===== src/source/soc_io_pkg.sv =====
// Shared types for the CPU peripheral bus slice
// Bus request and response, peripheral write strobes, YM2151 write port
// Region and handshake enums, address map bit positions

package soc_io_pkg;

    // CPU side of the bus, held steady by the requester until ready
    typedef struct packed {
        logic        valid;
        logic        write;
        logic [15:0] addr;
        logic [31:0] wdata;
    } cpu_bus_req_t;

    typedef struct packed {
        logic        ready;
        logic [31:0] rdata;
    } cpu_bus_rsp_t;

    // Decoded single-cycle write strobes with their payload
    typedef struct packed {
        logic        dsp_a_we;
        logic        dsp_b_we;
        logic        ym_we;
        logic        presc_we;
        logic        ym_a0;
        logic [31:0] data;
    } periph_wr_t;

    // External YM2151 write port
    typedef struct packed {
        logic       write_en;
        logic       a0;
        logic [7:0] data;
    } ym_port_t;

    // Region field sits in addr[7:4]
    localparam int unsigned REGION_MSB = 7;
    localparam int unsigned REGION_LSB = 4;

    typedef enum logic [3:0] {
        REGION_DSP   = 4'd0,
        REGION_AUDIO = 4'd1,
        REGION_PAD   = 4'd2
    } io_region_t;

    typedef enum logic [1:0] {
        BUS_IDLE,
        BUS_WAIT,
        BUS_DONE
    } bus_state_t;

    // Bit positions within a region
    localparam int unsigned DSP_SEL_BIT     = 2;
    localparam int unsigned AUDIO_PRESC_BIT = 3;
    localparam int unsigned AUDIO_A0_BIT    = 2;

    // Busy flag position in audio read data
    localparam int unsigned YM_BUSY_BIT = 7;

endpackage


===== src/source/dsp_mult_unit.sv =====
// Signed 16x16 multiplier
// Two write-only operand registers, product registered every cycle

module dsp_mult_unit
    import soc_io_pkg::*;
(
    input  logic        cpu_clk,
    input  periph_wr_t  wr,
    output logic [31:0] product
);

    logic signed [15:0] op_a;
    logic signed [15:0] op_b;

    // Flat enables so the operands map onto the DSP input registers
    always_ff @(posedge cpu_clk) begin
        if (wr.dsp_a_we) begin
            op_a <= wr.data[15:0];
        end

        if (wr.dsp_b_we) begin
            op_b <= wr.data[15:0];
        end

        product <= op_a * op_b;
    end

    // Decoder picks one operand per write
    a_one_operand: assert property (
        @(posedge cpu_clk)
        wr.dsp_a_we |-> !wr.dsp_b_we
    );

endmodule


===== src/source/io_bus_ctrl.sv =====
// Bus handshake FSM with fixed two-cycle latency
// Address decode into peripheral write strobes
// Gamepad control register and read data select

module io_bus_ctrl
    import soc_io_pkg::*;
(
    input  logic         cpu_clk,
    input  logic         cpu_reset,

    input  cpu_bus_req_t req,
    output cpu_bus_rsp_t rsp,

    output periph_wr_t   wr,

    input  logic [31:0]  product,
    input  logic         ym_busy,

    input  logic [1:0]   pad_data,
    input  logic         user_button,
    output logic         pad_latch,
    output logic         pad_clk
);

    bus_state_t  state;
    io_region_t  region;
    logic        accept;
    logic [31:0] rd_mux;
    logic [31:0] rdata_q;
    logic [1:0]  pad_ctrl;

    assign region = io_region_t'(req.addr[REGION_MSB:REGION_LSB]);
    assign accept = (state == BUS_IDLE) && req.valid;

    // Handshake FSM
    always_ff @(posedge cpu_clk) begin
        if (cpu_reset) begin
            state <= BUS_IDLE;
        end else begin
            case (state)
                BUS_IDLE: begin
                    if (req.valid) begin
                        state <= BUS_WAIT;
                    end
                end
                BUS_WAIT: state <= BUS_DONE;
                BUS_DONE: state <= BUS_IDLE;
                default:  state <= BUS_IDLE;
            endcase
        end
    end

    // Strobes fire in the cycle after the accepting edge
    always_ff @(posedge cpu_clk) begin
        wr.data  <= req.wdata;
        wr.ym_a0 <= req.addr[AUDIO_A0_BIT];

        if (cpu_reset) begin
            wr.dsp_a_we <= 1'b0;
            wr.dsp_b_we <= 1'b0;
            wr.ym_we    <= 1'b0;
            wr.presc_we <= 1'b0;
        end else begin
            wr.dsp_a_we <= 1'b0;
            wr.dsp_b_we <= 1'b0;
            wr.ym_we    <= 1'b0;
            wr.presc_we <= 1'b0;

            if (accept && req.write) begin
                case (region)
                    REGION_DSP: begin
                        wr.dsp_b_we <= req.addr[DSP_SEL_BIT];
                        wr.dsp_a_we <= !req.addr[DSP_SEL_BIT];
                    end
                    REGION_AUDIO: begin
                        wr.presc_we <= req.addr[AUDIO_PRESC_BIT];
                        wr.ym_we    <= !req.addr[AUDIO_PRESC_BIT];
                    end
                    default: begin
                    end
                endcase
            end
        end
    end

    // Gamepad control, bit 0 latch and bit 1 clock
    always_ff @(posedge cpu_clk) begin
        if (cpu_reset) begin
            pad_ctrl <= 2'b00;
        end else if (accept && req.write && region == REGION_PAD) begin
            pad_ctrl <= req.wdata[1:0];
        end
    end

    assign pad_latch = pad_ctrl[0];
    assign pad_clk   = pad_ctrl[1];

    // Read source by region, unmapped reads as zero
    always_comb begin
        rd_mux = '0;
        case (region)
            REGION_DSP:   rd_mux = product;
            REGION_AUDIO: rd_mux[YM_BUSY_BIT] = ym_busy;
            REGION_PAD:   rd_mux = {29'b0, user_button, pad_data};
            default:      rd_mux = '0;
        endcase
    end

    // Captured on the way into BUS_DONE
    always_ff @(posedge cpu_clk) begin
        if (state == BUS_WAIT) begin
            rdata_q <= rd_mux;
        end
    end

    assign rsp.ready = (state == BUS_DONE);
    assign rsp.rdata = rdata_q;

    // One-cycle ready, whatever the requester does with valid
    a_ready_single: assert property (
        @(posedge cpu_clk) disable iff (cpu_reset)
        rsp.ready |=> !rsp.ready
    );

    a_no_strobe_idle: assert property (
        @(posedge cpu_clk) disable iff (cpu_reset)
        (state == BUS_IDLE) |-> !(wr.dsp_a_we || wr.dsp_b_we || wr.ym_we || wr.presc_we)
    );

endmodule


===== src/source/soc_io_top.sv =====
// Peripheral slice top level
// Bus controller, multiplier and YM2151 control side by side

module soc_io_top
    import soc_io_pkg::*;
#(
    parameter int PRESC_WIDTH = 32
) (
    input  logic         cpu_clk,
    input  logic         cpu_reset,

    input  cpu_bus_req_t req,
    output cpu_bus_rsp_t rsp,

    // YM2151 chip side
    input  logic         ym_busy,
    output ym_port_t     ym_port,
    output logic         ym_cen,
    output logic         ym_cen_p1,

    // Gamepad port
    input  logic [1:0]   pad_data,
    input  logic         user_button,
    output logic         pad_latch,
    output logic         pad_clk
);

    periph_wr_t  wr;
    logic [31:0] product;

    io_bus_ctrl io_bus_ctrl_i (
        .cpu_clk     (cpu_clk),
        .cpu_reset   (cpu_reset),
        .req         (req),
        .rsp         (rsp),
        .wr          (wr),
        .product     (product),
        .ym_busy     (ym_busy),
        .pad_data    (pad_data),
        .user_button (user_button),
        .pad_latch   (pad_latch),
        .pad_clk     (pad_clk)
    );

    dsp_mult_unit dsp_mult_unit_i (
        .cpu_clk (cpu_clk),
        .wr      (wr),
        .product (product)
    );

    ym_ctrl #(
        .PRESC_WIDTH (PRESC_WIDTH)
    ) ym_ctrl_i (
        .cpu_clk   (cpu_clk),
        .cpu_reset (cpu_reset),
        .wr        (wr),
        .ym_port   (ym_port),
        .ym_cen    (ym_cen),
        .ym_cen_p1 (ym_cen_p1)
    );

endmodule


===== src/source/ym_ctrl.sv =====
// YM2151 control front end
// Pending chip write and single-cycle write pulse
// Fractional prescaler with full-rate and half-rate clock enables

module ym_ctrl
    import soc_io_pkg::*;
#(
    parameter int PRESC_WIDTH = 32
) (
    input  logic       cpu_clk,
    input  logic       cpu_reset,

    input  periph_wr_t wr,

    output ym_port_t   ym_port,
    output logic       ym_cen,
    output logic       ym_cen_p1
);

    logic [PRESC_WIDTH-1:0] presc_inc;
    logic [PRESC_WIDTH:0]   presc_acc;
    logic                   presc_tick;
    logic                   p1_toggle;

    // Pending write, pulse follows one cycle after the strobe
    always_ff @(posedge cpu_clk) begin
        if (wr.ym_we) begin
            ym_port.a0   <= wr.ym_a0;
            ym_port.data <= wr.data[7:0];
        end

        if (cpu_reset) begin
            ym_port.write_en <= 1'b0;
        end else begin
            ym_port.write_en <= wr.ym_we;
        end
    end

    // Increment set by software, zero holds the enables off
    always_ff @(posedge cpu_clk) begin
        if (cpu_reset) begin
            presc_inc <= '0;
        end else if (wr.presc_we) begin
            presc_inc <= wr.data[PRESC_WIDTH-1:0];
        end
    end

    // Top accumulator bit is the overflow, cleared as it is consumed
    always_ff @(posedge cpu_clk) begin
        if (cpu_reset) begin
            presc_acc  <= '0;
            presc_tick <= 1'b0;
        end else begin
            presc_tick <= 1'b0;
            presc_acc  <= presc_acc + {1'b0, presc_inc};

            if (presc_acc[PRESC_WIDTH]) begin
                presc_tick             <= 1'b1;
                presc_acc[PRESC_WIDTH] <= 1'b0;
            end
        end
    end

    // Full-rate enable on every tick, half rate on every second
    always_ff @(posedge cpu_clk) begin
        if (cpu_reset) begin
            ym_cen    <= 1'b0;
            ym_cen_p1 <= 1'b0;
            p1_toggle <= 1'b0;
        end else begin
            ym_cen    <= 1'b0;
            ym_cen_p1 <= 1'b0;

            if (presc_tick) begin
                ym_cen    <= 1'b1;
                ym_cen_p1 <= p1_toggle;
                p1_toggle <= !p1_toggle;
            end
        end
    end

    // Relies on single-cycle strobes from the bus side
    a_write_pulse: assert property (
        @(posedge cpu_clk) disable iff (cpu_reset)
        ym_port.write_en |=> !ym_port.write_en
    );

    a_p1_with_cen: assert property (
        @(posedge cpu_clk) disable iff (cpu_reset)
        ym_cen_p1 |-> ym_cen
    );

endmodule


===== config.mk =====
export PLATFORM = sky130hd
export DESIGN_NAME = soc_io_top
export DESIGN_NICKNAME = d
export VERILOG_FILES = /design/src/source/soc_io_pkg.sv /design/src/source/dsp_mult_unit.sv /design/src/source/io_bus_ctrl.sv /design/src/source/soc_io_top.sv /design/src/source/ym_ctrl.sv
export SDC_FILE = /design/constraint.sdc
export NUM_CORES = 1
export LEC_CHECK = 0
export ABC_AREA = 1
export BUFFER_PORTS_ARGS = -buffer_cell sky130_fd_sc_hd__buf_2
export CORE_AREA = 2 2 201 203
export CTS_BUF_LIST = sky130_fd_sc_hd__clkbuf_8
export DETAILED_ROUTE_END_ITERATION = 10
export DIE_AREA = 0 0 203 205
export PLACE_DENSITY = 0.67
export SYNTH_ARGS = -nofsm -noshare
export SYNTH_HDL_FRONTEND = slang
export SYNTH_HIERARCHICAL = 1
export SYNTH_SLANG_ARGS = --single-unit

===== constraint.sdc =====
create_clock -name cpu_clk -period 6.56 [get_ports cpu_clk]
set_clock_uncertainty 0.2 [all_clocks]
set_input_delay 0.984 -clock cpu_clk [delete_from_list [all_inputs] [get_ports cpu_clk]]
set_output_delay 0.984 -clock cpu_clk [all_outputs]
set_load 0.01 [all_outputs]

# ---- Yosys cells after proc, flatten, opt, wreduce, memory -nomap -nowiden
# Cells that the tools add are included.
dict set report classes {
  div 0
  addsub 1
  eq_ne 5
  bitwise_logic 4
  shift 0
  n_reduce_logical 12
  magnitude_cmp 0
  mul 1
  muxes 6
}
# operator n
set ops {}
lappend ops {{$add A33 B32 Y33} 1}
lappend ops {{$mul A16 B16 Y32} 1}
lappend ops {{$pmux W7 S2} 1}
lappend ops {{$reduce_or A3 Y1} 2}
lappend ops {{$eq A4 B1 Y1 const B} 1}
lappend ops {{$eq A4 B2 Y1 const B} 1}
lappend ops {{$logic_not A4 Y1} 1}
lappend ops {{$not A1 Y1} 4}
lappend ops {{$pmux W2 S2} 1}
lappend ops {{$reduce_or A2 Y1} 2}
lappend ops {{$logic_and A1 B1 Y1} 3}
lappend ops {{$logic_not A1 Y1} 3}
lappend ops {{$eq A2 B1 Y1 const B} 1}
lappend ops {{$eq A2 B2 Y1 const B} 1}
lappend ops {{$logic_not A2 Y1} 1}
lappend ops {{$mux W1} 2}
lappend ops {{$mux W2} 1}
lappend ops {{$ne A2 B2 Y1 const B} 1}
lappend ops {{$pmux W1 S2} 1}
dict set report totals {
  latch_bits 0
  elab_cells 52
  rom_bits 0
  register_bits 216
  ram_bits 0
  output_inout_bits 47
  n_memories 0
}

# ---- Longest topological paths before layout
# Gate-level depths: netlist (run 1).
dict set report logic_depth {
  depth_word 5
  depth_mapped 26
  mapped_depth_nobuf 25
}

# ---- Cells and area by module
# The synthesis (run 1) kept the hierarchy.
# module seq_area_each_um2 area_each_um2 cells_per_inst n_inst
set by_module_without_submodules {}
lappend by_module_without_submodules {dsp_mult_unit 1601.5 12434.4 1535 1}
lappend by_module_without_submodules {ym_ctrl 1671.6 4800.9 743 1}
lappend by_module_without_submodules {io_bus_ctrl 1781.7 2267.2 179 1}

# ---- Worst setup path after synthesis (run 1)
# Ideal clock, no wire load.
dict set report synth_timing {
  kind {register -> register}
  from {register dsp_mult_unit_i.op_b[3]}
  to {register dsp_mult_unit_i.product[31]}
  setup_ns 0.113
  stages_incl_launch_ff 23
  path_slack_ns 0.878
  t_arrival_ns 5.368
  cell_sequence {edfxtp_1 clkbuf_1 clkbuf_1 nand2_1 inv_1 fa_1 fa_1 fa_1 fa_1 inv_1 fa_1 fa_1 inv_1 ha_1 nand2_1 nor2_1 nand3_1 nor3_1 nand2_1 inv_1 nor2_1 nand2_1 nand2_1}
}
dict set report synth_via {
  elab_chain_cells 1
}
# item line_no
set synth_lines {}
lappend synth_lines {{from (decl)} dsp_mult_unit.sv:13} ;# logic signed [15:0] op_b;
lappend synth_lines {{from (signal assigned)} dsp_mult_unit.sv:22} ;# op_b <= wr.data[15:0];
lappend synth_lines {{$mul A16 B16 Y32} dsp_mult_unit.sv:25} ;# product <= op_a * op_b;
lappend synth_lines {{to (signal assigned)} dsp_mult_unit.sv:25}
lappend synth_lines {{to (decl)} dsp_mult_unit.sv:9} ;# output logic [31:0] product
# No other way between the ends.
# A chain may end at the register's enable or synchronous reset.

# ---- Worst setup path after layout (run 1)
dict set report layout_timing {
  from {register dsp_mult_unit_i.op_b[7]}
  to {register dsp_mult_unit_i.product[31]}
}
# The elaborated chain is that of the path after synthesis.

==> key figures, run 1 <==
Detailed routing
  • Antenna Nets Post-Route: 0
  • DR pass1 iterations: 7
  • DR vias: 14,800
  • DRT Wirelength: between 40,000 and 50,000 um
  • DR DRC count: 0
  • Vias per cell: approximately 4.8
  • DRT iter0 DRCs: slightly below 700
  • WL/cell: approximately 14 um

STA
  • Slew headroom: between 20% and 30%
  • Final Hold Violating Endpoints: 0
  • Peak Freq: between 150 and 200 MHz
  • Slew @ Worst Pin: between 1 and 1.5 ns
  • Final setup viols: 0
  • Final period util: about 93%
  • Slew Limit Fails: 0
  • PnR worst setup slack: about 0.45 ns
  • RSZ-0062 raised after global routing: no
  • Fin Setup TNS: 0 ns
  • Tmin final: just over 6 ns

Cells and area
  • Syn-to-layout area delta: 8.33%
  • Layout cells sized above 1: under 10%
  • Fill count: about 3,700
  • Register area: ~5000 um2
  • Diode count: 0
  • Multi-input logic area: around 12,000 um2
  • Final net count: just under 3,000

Worst setup path
  • Crit start category: flip-flop
  • CP required: roughly 6.8 ns
  • R2R cell count: 20
  • WS Path Type: flip-flop to flip-flop
  • WP data arrival: about 6.3 ns
  • CP Capture Type: flip-flop
  • Crit Path Max Fanout: 16

Power and ir drop
  • Maximum vdd drop: approximately 0.19 mV
  • Leak: ~12 nW
  • P per Cell Area: roughly 140 nW/um2

Synthesis
  • Synth Flop Type: dfxtp_1
  • Post-synth EDFFs: 73
  • Mapped Area: 19,500 um2
  • Yosys warns: 6
  • Largest cells by area after synthesis: fa_1, dfxtp_1, inv_1
  • FFs w/ async S/R, synth: 0%
  • Share of the synthesized area in the top cell type: 27.0%
  • Post-synthesis sequential area ratio: approximately a quarter
  • Synthesis-stage register bit count: 216
  • Post-synth top cells: inv_1, nand2_1, fa_1
  • Distinct cells, synth: 34
  • Mapped Cells: approximately 2,500
  • Syn Area/Cell: 7.94 um2
  • Syn nets: just under 3,000
  • Top cell type by total area after synthesis: fa_1

Clock tree
  • # H-tree levels: 2
  • TritonCTS clock tree: yes
  • Clk root buf: clkbuf_8
  • CTS sink count: around 220
  • Resize count post-CTS: 0
  • CTS Buf Count: 34
  • Clk Latency, worst-skew pair: 0.55 ns
  • CTS max path bufs: 3
  • Clock slew at reported path FFs: approximately 0.060 ns

Die
  • I/O pin count: 103
  • Core Region: about 39,000 um2
  • Die X: just over 200 um
  • Initial Util: between 40% and 50%
  • Row count: between 70 and 80
  • Die area: ~42,000 um2
  • Die Y: a little over 200 um

Global route
  • Antenna violations before repair: 0
  • Largest net degree at the start of global routing: 34
  • Vias in the first global route: 15,200
  • First-pass GRT wire length: 73,300 um
  • GRT overflow: 0
  • Overall routing resource usage: between 20% and 30%

Placed design
  • PortBufs: 92
  • Pre-CTS setup slack: roughly 0.28 ns
  • GPL Wtd Cong: about 0.94
  • HPWL after DPL: roughly 37,000 um

Run
  • Max cap viols: 0

Min path
  • Hold WC Path Type: flip-flop to flip-flop
  • Hold Crit Depth: 0

Status
  • Outcome: complete, no violations
## layout make-up
class | instances | area share (%)
flip-flops and latches | 216 | 23.9
well taps | 525 | 3.11
clock inverters | 25 | 0.794
inverters | 637 | 11.3
clock buffers | 37 | 2.41
repair buffers | 109 | 2.78
multi-input cells | 1529 | 55.7
## state kept, by name (all words and copies together) (netlist names), 2 cells and up
name and cells:
io_bus_ctrl_i/rdata_q 32, dsp_mult_unit_i/op_b 16, io_bus_ctrl_i/wr 37, io_bus_ctrl_i/state 2, ym_ctrl_i/presc_acc 33, io_bus_ctrl_i/pad_ctrl 2
dsp_mult_unit_i/op_a 16, ym_ctrl_i/ym_port 10, ym_ctrl_i/presc_inc 32, dsp_mult_unit_i/product 32
## repair_timing
item                                    4_1_cts  5_1_grt
endpoints found under the setup margin        0        2
setup buffers                                 0        4
hold buffers                                  0        0
## kinds of logic (layout without fill, tap and decap cells)
family,Yosys count,after routing,share of synthesized area (%)
AO/OA/AOI/OAI,130,130,3.55
XOR/XNOR,21,21,0.943
adder cells (fa/ha/maj),377,377,34.3
buffers and inverters,712,808,13.8
flip-flops,216,216,25.9
AND/OR/NAND/NOR,1001,1001,21.5
## layer usage
layer,up-vias,GRT usage [%],part of all wire (%)
met2,331,38.8,49
met1,7041,27.3,42
met4,0,8.08,3.2
met3,76,3.63,5.0
met5,-,0,0
li1,7317,-,-
## critical path: stages (launching register included)
cell and delay, ns:
edfxtp_1 0.76, nand2_1 0.25, fa_1 0.58, inv_1 0.14
fa_1 0.69, inv_1 0.11, fa_1 0.59, fa_1 0.45
fa_1 0.46, fa_1 0.49, inv_1 0.04, ha_1 0.39
nand2_1 0.13, nor2_1 0.17, nand3_1 0.11, nor3_1 0.15
nand2_1 0.09, inv_1 0.06, nor2_1 0.03, nand2_1 0.05
nand2_1 0.05
## final timing paths
path / startpoint / end / slack, ns
worst max register to register: dsp_mult_unit_i/op_b[7]$_DFFE_PP_ / dsp_mult_unit_i/product[31]$_DFF_P_ / 0.45
worst min register to register: io_bus_ctrl_i/wr[32]$_DFF_P_ / ym_ctrl_i/ym_port[8]$_DFFE_PP_ / 0.21
worst min-delay path: io_bus_ctrl_i/wr[32]$_DFF_P_ / ym_ctrl_i/ym_port[8]$_DFFE_PP_ / 0.21
worst max-delay path: dsp_mult_unit_i/op_b[7]$_DFFE_PP_ / dsp_mult_unit_i/product[31]$_DFF_P_ / 0.45
## power breakdown
| group | internal (W) | total, W | switching, W |
|---|---|---|---|
| registers | 0.00145 | 0.00147 | 0.0000273 |
| logic | 0.000144 | 0.000407 | 0.000263 |
| clock network | 0.000607 | 0.00113 | 0.000524 |
| total | 0.00220 | 0.00301 | 0.000814 |
## cells in the final DEF (no fill, tap or decap), drive strengths merged, types with 7 or more instances in the layout
cell    count
clkbuf     37
edfxtp     73
buf       109
o21bai      8
inv       656
dfxtp     143
nor2      220
and2        7
nand2     651
nand4      16
xor2       17
a21oi      63
nand3      74
fa        263
ha        114
o21ai      53
nor3       23
## through the flow
step	cells	hold slack [ns]	util, %	total power [W]	instance area (um2)
floorplan	2457	0.186	-	0.00178	19500
global placement	3012	0.188	51.9	0.00191	20400
detailed placement	3012	0.192	51.9	0.00191	20400
CTS	3074	0.214	53.6	0.00306	21100
global route	3078	0.226	53.7	0.00317	21100
finish	3078	0.208	53.7	0.00301	21100
Power figures use the tool's default switching activity.
==> run 2, diff against run 1 <==
--- a/config.mk
+++ b/config.mk
@@ -11,6 +11,7 @@
 export CTS_BUF_LIST = sky130_fd_sc_hd__clkbuf_8
 export DETAILED_ROUTE_END_ITERATION = 10
 export DIE_AREA = 0 0 203 205
+export MAX_ROUTING_LAYER = met4
 export PLACE_DENSITY = 0.67
 export SYNTH_ARGS = -nofsm -noshare
 export SYNTH_HDL_FRONTEND = slang
==> key figures, run 2 (same netlist as run 1, synthesis figures left out) <==
Detailed routing
  • DR DRC count: 0 (unchanged)
  • DR pass1 iterations: 5 (-2)
  • DR vias: 14,700 (-0.22%)
  • WL/cell: 14.3 um (-0.74%)
  • Vias per cell: 4.79 (-0.18%)
  • DRT Wirelength: 44,100 um (-0.77%)
  • DRT iter0 DRCs: 622 (-8.7%)
  • Antenna Nets Post-Route: 0 (unchanged)

Worst setup path
  • Crit Path Max Fanout: 16 (unchanged)
  • R2R cell count: 21 (+5.0%)
  • WS Path Type: flip-flop to flip-flop
  • Reg-to-reg endpoint: dsp_mult_unit_i/product[19]$_DFF_P_
  • WP data arrival: 6.31 ns (-0.03 ns)
  • Reg2Reg Setup Slack: 0.47 ns (+0.02 ns)
  • Slowest stage delay, CP: 0.80 ns (+0.04 ns)
  • CP Capture Type: flip-flop
  • Worst path cell trace: nand2_1, fa_1, inv_1, fa_1, inv_1, fa_1, inv_1, fa_1, fa_1, inv_1, fa_1, inv_1, ha_1, nand2_1, inv_2, a21oi_2, nand3_2, nand2_1, inv_1, o21bai_1, nand2_1
  • CP required: 6.78 ns (about the same)
  • Delay-heaviest family, CP: adder cells
  • Reg2reg start: dsp_mult_unit_i/op_a[5]$_DFFE_PP_
  • Slowest-stage cell, CP: edfxtp_1
  • CP bufs+invs: 7 (+3)
  • Crit start category: flip-flop

Global route
  • Overall routing resource usage: 22.7% (+0.61 points)
  • First-pass GRT wire length: 73,200 um (-0.15%)
  • Vias in the first global route: 15,100 (-0.74%)
  • Antenna violations before repair: 0 (unchanged)
  • GRT overflow: 0 (unchanged)
  • Largest net degree at the start of global routing: 35 (+2.9%)

Cells and area
  • Fill count: 3,747 (+1.5%)
  • Max reg flops: 37 (unchanged)
  • Non-Filler Instances: 3,077 (-0.032%)
  • Most common cell after layout, fill and taps aside: inv_1
  • Final core occ: 53.7% (+0.083 points)
  • Syn-to-layout area delta: 8.49%
  • Most frequent cells in the layout: inv_1, nand2_1, fa_1
  • Largest Register: io_bus_ctrl_i/wr
  • Top Registers: io_bus_ctrl_i/wr: 37 flops, ym_ctrl_i/presc_acc: 33 flops
  • Diode count: 0 (unchanged)
  • Final net count: 2,962 (+0.068%)
  • Layout cells sized above 1: 9.17% (+0.28 points)

Clock tree
  • Resize count post-CTS: 0 (unchanged)
  • Clk root buf: clkbuf_8
  • TritonCTS clock tree: yes
  • CTS Buf Count: 35 (+2.9%)
  • # H-tree levels: 2 (unchanged)
  • CTS sink count: 216 (unchanged)
  • Clock slew at reported path FFs: 0.06 ns (about the same)
  • Clk Latency, worst-skew pair: 0.54 ns (about the same)
  • CTS max path bufs: 3 (unchanged)

Min path
  • Hold Startpoint: io_bus_ctrl_i/wr[32]$_DFF_P_
  • WHS Endpoint: ym_ctrl_i/ym_port[8]$_DFFE_PP_
  • Hold WC Path Type: flip-flop to flip-flop
  • Hold Crit Depth: 0 (unchanged)

STA
  • Tmin final: 6.09 ns (-0.0203 ns)
  • Slew headroom: 25.0% (+2.8 points)
  • Final setup viols: 0 (unchanged)
  • Slew Limit Fails: 0 (unchanged)
  • Peak Freq: 164 MHz (+0.33%)
  • WHS: 0.205 ns (-0.00344 ns)
  • Slew @ Worst Pin: 1.12 ns (-0.0424 ns)
  • Fin Setup TNS: 0 ns (unchanged)
  • Final Hold Violating Endpoints: 0 (unchanged)
  • RSZ-0062 raised after global routing: no
  • Final period util: 92.8% (-0.31 points)

Power and ir drop
  • P per Cell Area: 144 nW/um2 (+0.73%)
  • Leak: 11.9 nW (about the same)
  • Maximum vdd drop: 0.163 mV (-12%)
  • Total power: 0.00304 W (+0.89%)

Die
  • Row count: 73 (unchanged)
  • Die X: 203 um (unchanged)
  • Core Region: 39,400 um2 (unchanged)
  • Initial Util: 49.5% (unchanged)
  • Die Y: 205 um (unchanged)
  • Die area: 41,600 um2 (unchanged)
  • I/O pin count: 103 (unchanged)

Placed design
  • Cell Count Post-Placement: 3,013 (+0.033%)
  • PortBufs: 92 (unchanged)
  • HPWL after DPL: 37,000 um (-0.57%)
  • GPL Wtd Cong: 0.948 (+0.45%)

Run
  • Max cap viols: 0 (unchanged)

Status
  • Outcome: complete, no violations
[run 2: power by group]
part	total [W]	leakage [nW]	internal, W	switching [W]
logic	0.000410	9.64	0.000144	0.000266
registers	0.00147	1.85	0.00145	0.0000272
clock network	0.00115	0.391	0.000634	0.000520
[run 2: per-stage QoR]
step	instance area (um2)	setup slack, ns
4_1_cts	21100	0.316
2_1_floorplan	19500	0.878
3_3_place_gp	20400	0.355
3_5_place_dp	20400	0.300
5_1_grt	21200	0.106
6_report	21200	0.471
[run 2: repair_timing]
action                                  in CTS  in global routing
hold buffers                                 0                  0
hold endpoints to repair                     0                  0
buffers inserted                             0                  4
endpoints found under the setup margin       0                  4
[run 2: worst max path at each step]
stage                                                   from                             endpoint  slack [ns]  depth (start not counted)
after floorplan            dsp_mult_unit_i/op_b[3]$_DFFE_PP_  dsp_mult_unit_i/product[31]$_DFF_P_        0.88                         22
after global placement    dsp_mult_unit_i/op_a[15]$_DFFE_PP_  dsp_mult_unit_i/product[30]$_DFF_P_        0.35                         18
after detailed placement  dsp_mult_unit_i/op_a[15]$_DFFE_PP_  dsp_mult_unit_i/product[30]$_DFF_P_        0.30                         18
after CTS                 dsp_mult_unit_i/op_a[15]$_DFFE_PP_  dsp_mult_unit_i/product[30]$_DFF_P_        0.32                         18
after global routing       dsp_mult_unit_i/op_b[7]$_DFFE_PP_  dsp_mult_unit_i/product[31]$_DFF_P_        0.11                         20
final                      dsp_mult_unit_i/op_a[5]$_DFFE_PP_  dsp_mult_unit_i/product[19]$_DFF_P_        0.47                         21
[run 2: per-layer routing]
metal / share of wire [%] / global-route usage, % / vias to the layer above
li1: - / - / 7317
met2: 50 / 39.8 / 339
met4: 2.9 / 6.75 / 0
met5: 0 / - / -
met3: 4.3 / 3.07 / 79
met1: 43 / 27.2 / 6998
[run 2: area by class of cell]
| cell class | instances | area [um2] | share of cell area [%] |
|---|---|---|---|
| multi-input cells | 1529 | 11800 | 55.6 |
| flip-flops and latches | 216 | 5050 | 23.9 |
| inverters | 637 | 2390 | 11.3 |
| well taps | 525 | 657 | 3.10 |
| repair buffers | 110 | 596 | 2.81 |
| clock buffers | 43 | 592 | 2.80 |
| clock inverters | 17 | 110 | 0.520 |
[run 2: worst register-to-register path, stage by stage, from the launching register on]
cell and delay, ns:
edfxtp_1 0.80, nand2_1 0.19, fa_1 0.56, inv_1 0.05
fa_1 0.50, inv_1 0.05, fa_1 0.47, inv_1 0.07
fa_1 0.51, fa_1 0.54, inv_1 0.05, fa_1 0.53
inv_1 0.04, ha_1 0.35, nand2_1 0.18, inv_2 0.06
a21oi_2 0.25, nand3_2 0.21, nand2_1 0.12, inv_1 0.04
o21bai_1 0.12, nand2_1 0.10
==> run 3, diff against run 2 <==
--- a/config.mk
+++ b/config.mk
@@ -5,12 +5,11 @@
 export SDC_FILE = /design/constraint.sdc
 export NUM_CORES = 1
 export LEC_CHECK = 0
-export ABC_AREA = 1
 export BUFFER_PORTS_ARGS = -buffer_cell sky130_fd_sc_hd__buf_2
-export CORE_AREA = 2 2 201 203
+export CORE_AREA = 2 2 193 195
 export CTS_BUF_LIST = sky130_fd_sc_hd__clkbuf_8
 export DETAILED_ROUTE_END_ITERATION = 10
-export DIE_AREA = 0 0 203 205
+export DIE_AREA = 0 0 195 197
 export MAX_ROUTING_LAYER = met4
 export PLACE_DENSITY = 0.67
 export SYNTH_ARGS = -nofsm -noshare
==> key figures, run 3 <==
Status
  • Outcome: complete, no violations

Synthesis
  • Synth Flop Type: dfxtp_1
  • Post-synthesis xor/xnor area fraction: 2.64% (+1.7 points)
  • Largest cells by area after synthesis: fa_1, dfxtp_1, edfxtp_1
  • Adder-Cell Fraction of Synth Area: 37.3% (+3.0 points)
  • Combinational family with the most area after synthesis: adder cells
  • Mapped Area: 17,900 um2 (-8.1%)
  • FFs w/ async S/R, synth: 0% (unchanged)
  • Syn Area/Cell: 10.3 um2 (+30%)
  • Compound-gate portion of the synthesized area: 7.15% (+3.6 points)
  • Most common cell in the netlist: inv_1
  • Yosys warns: 6 (unchanged)
  • Post-synthesis sequential area ratio: 28.2% (+2.3 points)
  • Mux share of post-synthesis cell area: 2.46% (+2.5 points)
  • Top cell type by total area after synthesis: fa_1
  • Distinct cells, synth: 81 (+140%)
  • Share of the synthesized area in the top cell type: 29.4% (+2.4 points)
  • Post-synth EDFFs: 73 (unchanged)
  • Mapped Cells: 1,733 (-29%)
  • Post-Synth Simple-Gate Area: 14.3% (-7.2 points)
  • Post-synth top cells: inv_1, fa_1, nand2_1
  • Synthesis-stage register bit count: 216 (unchanged)
  • Syn nets: 2,166 (-25%)

Global route
  • Met1 usage: 25.7% (-1.5 points)
  • GRT overflow: 0 (unchanged)
  • Antenna violations before repair: 0 (unchanged)
  • GR Util met2: 33.5% (-6.4 points)
  • First-pass GRT wire length: 61,500 um (-16%)
  • Overall routing resource usage: 20.5% (-2.2 points)
  • Busiest grt layer: met2
  • Vias in the first global route: 12,700 (-16%)
  • GRT met3 Usage: 4.06% (+0.99 points)
  • Largest net degree at the start of global routing: 55 (+57%)

Die
  • Initial Util: 49.4% (-0.11 points)
  • Die Y: 197 um (-3.9%)
  • Die area: 38,400 um2 (-7.7%)
  • I/O pin count: 103 (unchanged)
  • Row count: 70 (-4.1%)
  • Core Region: 36,300 um2 (-7.9%)
  • Die X: 195 um (-3.9%)

Detailed routing
  • DR pass1 iterations: 5 (unchanged)
  • DR vias: 12,000 (-18%)
  • DR DRC count: 0 (unchanged)
  • Vias per cell: 5.06 (+5.8%)
  • DRT iter0 DRCs: 631 (+1.4%)
  • DRT Wirelength: 36,200 um (-18%)
  • Antenna Nets Post-Route: 0 (unchanged)
  • WL/cell: 15.3 um (+6.6%)

Power and ir drop
  • Net Switching: 0.000757 W (-7.0%)
  • Logic pwr share: 11.2% (-2.3 points)
  • Clock network fraction of total power: 41.9% (+3.9 points)
  • Sequential share of power: 46.9% (-1.6 points)
  • Sw Ratio: 24.1% (-2.6 points)
  • Pint: 0.00238 W (+6.9%)
  • Leak: 9.37 nW (-21%)
  • P per Cell Area: 156 nW/um2 (+8.8%)
  • Maximum vdd drop: 0.210 mV (+29%)

Worst setup path
  • CP required: 6.82 ns (+0.04 ns)
  • Stages on worst setup path: 19 (-9.5%)
  • Crit start category: flip-flop
  • Slowest stage delay, CP: 0.56 ns (-0.24 ns)
  • Most common cell on crit path: fa_1
  • Crit Path Max Fanout: 10 (-6)
  • CP bufs+invs: 5 (-2)
  • Reg-to-reg endpoint: dsp_mult_unit_i/product[30]$_DFF_P_
  • CP Capture Type: flip-flop
  • Delay-heaviest family, CP: adder cells
  • WS Path Type: flip-flop to flip-flop
  • WP data arrival: 6.57 ns (+0.26 ns)
  • Reg2reg start: dsp_mult_unit_i/op_b[5]$_DFFE_PP_
  • Worst path cell trace: buf_4, and2_1, fa_1, inv_1, fa_1, fa_1, fa_1, inv_1, fa_1, inv_1, fa_1, inv_1, ha_1, a21oi_1, o21ai_0, a211oi_2, o21ai_2, a2111o_1, o211ai_1
  • Slowest-stage cell, CP: edfxtp_1
  • R2R cell count: 19 (-9.5%)
  • Worst Setup EP: dsp_mult_unit_i/product[30]$_DFF_P_
  • Reg2Reg Setup Slack: 0.26 ns (-0.21 ns)
  • Worst setup startpoint: dsp_mult_unit_i/op_b[5]$_DFFE_PP_

STA
  • Final setup viols: 0 (unchanged)
  • Peak Freq: 159 MHz (-3.4%)
  • Final Hold Violating Endpoints: 0 (unchanged)
  • Slew Limit Fails: 0 (unchanged)
  • RSZ-0062 raised after global routing: yes
  • Slew headroom: 29.5% (+4.4 points)
  • Final period util: 96.1% (+3.2 points)
  • Tmin final: 6.30 ns (+0.212 ns)
  • Slew @ Worst Pin: 1.06 ns (-0.0651 ns)

Placed design
  • DP Area: 18,900 um2 (-7.3%)
  • GPL Wtd Cong: 0.875 (-7.7%)
  • PortBufs: 92 (unchanged)
  • Cell Count Post-Placement: 2,268 (-25%)
  • HPWL after DPL: 28,800 um (-22%)

Clock tree
  • TritonCTS clock tree: yes
  • # H-tree levels: 2 (unchanged)
  • Clk Latency, worst-skew pair: 0.57 ns (+0.03 ns)
  • Clk root buf: clkbuf_8
  • CTS max path bufs: 3 (unchanged)
  • CTS sink count: 216 (unchanged)
  • Hold Buf Count CTS: 0 (unchanged)
  • CTS Buf Count: 36 (+2.9%)
  • Clock slew at reported path FFs: 0.06 ns (about the same)

Run
  • Max cap viols: 0 (unchanged)

Cells and area
  • Most common cell after layout, fill and taps aside: inv_1
  • Top Registers: io_bus_ctrl_i/wr: 37 flops, ym_ctrl_i/presc_acc: 33 flops
  • Layout cells sized above 1: 14.4% (+5.3 points)
  • Fill count: 3,241 (-14%)
  • Largest Register: io_bus_ctrl_i/wr
  • Non-Filler Instances: 2,372 (-23%)
  • Diode count: 0 (unchanged)
  • Max reg flops: 37 (unchanged)
  • Final Cell Area: 20,100 um2 (-5.1%)
  • Most frequent cells in the layout: inv_1, fa_1, nand2_1
  • Final net count: 2,311 (-22%)
  • Syn-to-layout area delta: 12.0%

Min path
  • Hold WC Path Type: flip-flop to flip-flop
[run 3: cell types whose count changed in the layout (fill, tap and decap cells not counted), sizes merged, moves of 36 or more]
| cell | change |
|---|---|
| buf | +55 |
| nand3 | -58 |
| xnor2 | +36 |
| nand2 | -496 |
| inv | -333 |
| and2 | +149 |
| nor2 | -121 |
[run 3: cells by family (layout without fill, tap and decap cells)]
logic type	after synthesis	count (layout)
buf+inv	359	530
fa+ha+maj	377	377
xor+xnor	54	54
simple gates	498	498
compound gates	186	186
flops	216	216
mux	43	43
[run 3: worst register-to-register path: cells and delay by family, from the launching register on]
| kind | cells | cell delay (ns) |
|---|---|---|
| DFF | 1 | 0.56 |
| and+or+nand+nor | 1 | 0.16 |
| adders and majority gates | 7 | 3.35 |
| AOI/OAI and AO/OA | 6 | 1.50 |
| buffers and inverters | 5 | 0.42 |
[run 3: through the flow]
| stage | setup TNS (ns) | setup WS [ns] | total power, W | hold slack (ns) | util, % |
|---|---|---|---|---|---|
| final | 0 | 0.258 | 0.00313 | 0.212 | 55.4 |
| after global routing | -0.0498 | -0.0473 | 0.00330 | 0.231 | 55.4 |
| after CTS | 0 | 0.144 | 0.00318 | 0.217 | 54.4 |
| after detailed placement | 0 | 0.206 | 0.00185 | 0.203 | 52.2 |
| after global placement | 0 | 0.271 | 0.00184 | 0.192 | 52.2 |
| after floorplan | 0 | 0.448 | 0.00175 | 0.186 | - |
[run 3: what timing repair did]
item	4_1_cts	5_1_grt
setup endpoints to repair	0	12
buffers inserted	0	40
endpoints found under the hold margin	0	0
gates resized for setup	0	1
[run 3: how the worst min path moves through the flow]
stage	slack [ns]	from	depth (start not counted)	endpoint
6_report	0.21	io_bus_ctrl_i/wr[32]$_DFF_P_	0	ym_ctrl_i/ym_port[8]$_DFFE_PP_
5_1_grt	0.23	io_bus_ctrl_i/wr[32]$_DFF_P_	0	ym_ctrl_i/ym_port[8]$_DFFE_PP_
4_1_cts	0.22	io_bus_ctrl_i/wr[32]$_DFF_P_	0	ym_ctrl_i/ym_port[8]$_DFFE_PP_
3_5_place_dp	0.20	io_bus_ctrl_i/wr[32]$_DFF_P_	0	ym_ctrl_i/ym_port[8]$_DFFE_PP_
3_3_place_gp	0.19	io_bus_ctrl_i/wr[32]$_DFF_P_	0	ym_ctrl_i/ym_port[8]$_DFFE_PP_
2_1_floorplan	0.19	io_bus_ctrl_i/wr[32]$_DFF_P_	0	ym_ctrl_i/ym_port[8]$_DFFE_PP_
[run 3: layout make-up]
cell class / count / area [um2] / share of cell area, %
multi-input combinational: 1158 / 11500 / 57.1
sequential: 216 / 5060 / 25.2
inverter: 301 / 1130 / 5.63
timing repair buffer: 165 / 1030 / 5.15
tap: 468 / 586 / 2.92
clock buffer: 41 / 564 / 2.81
clock inverter: 23 / 236 / 1.18
[run 3: power groups by stage]
stage                     registers, W  logic, W  clock network, W
final                          0.00147  0.000352           0.00131
after global routing           0.00148  0.000402           0.00142
after CTS                      0.00147  0.000350           0.00136
after detailed placement       0.00150  0.000347                 0
after global placement         0.00150  0.000341                 0
after floorplan                0.00150  0.000249                 0
[run 3: layer usage]
| metal | part of all wire (%) | vias up |
|---|---|---|
| met1 | 45 | 5940 |
| li1 | - | 5760 |
| met3 | 5.1 | 69 |
| met5 | 0 | - |
| met2 | 47 | 245 |
| met4 | 2.5 | 0 |
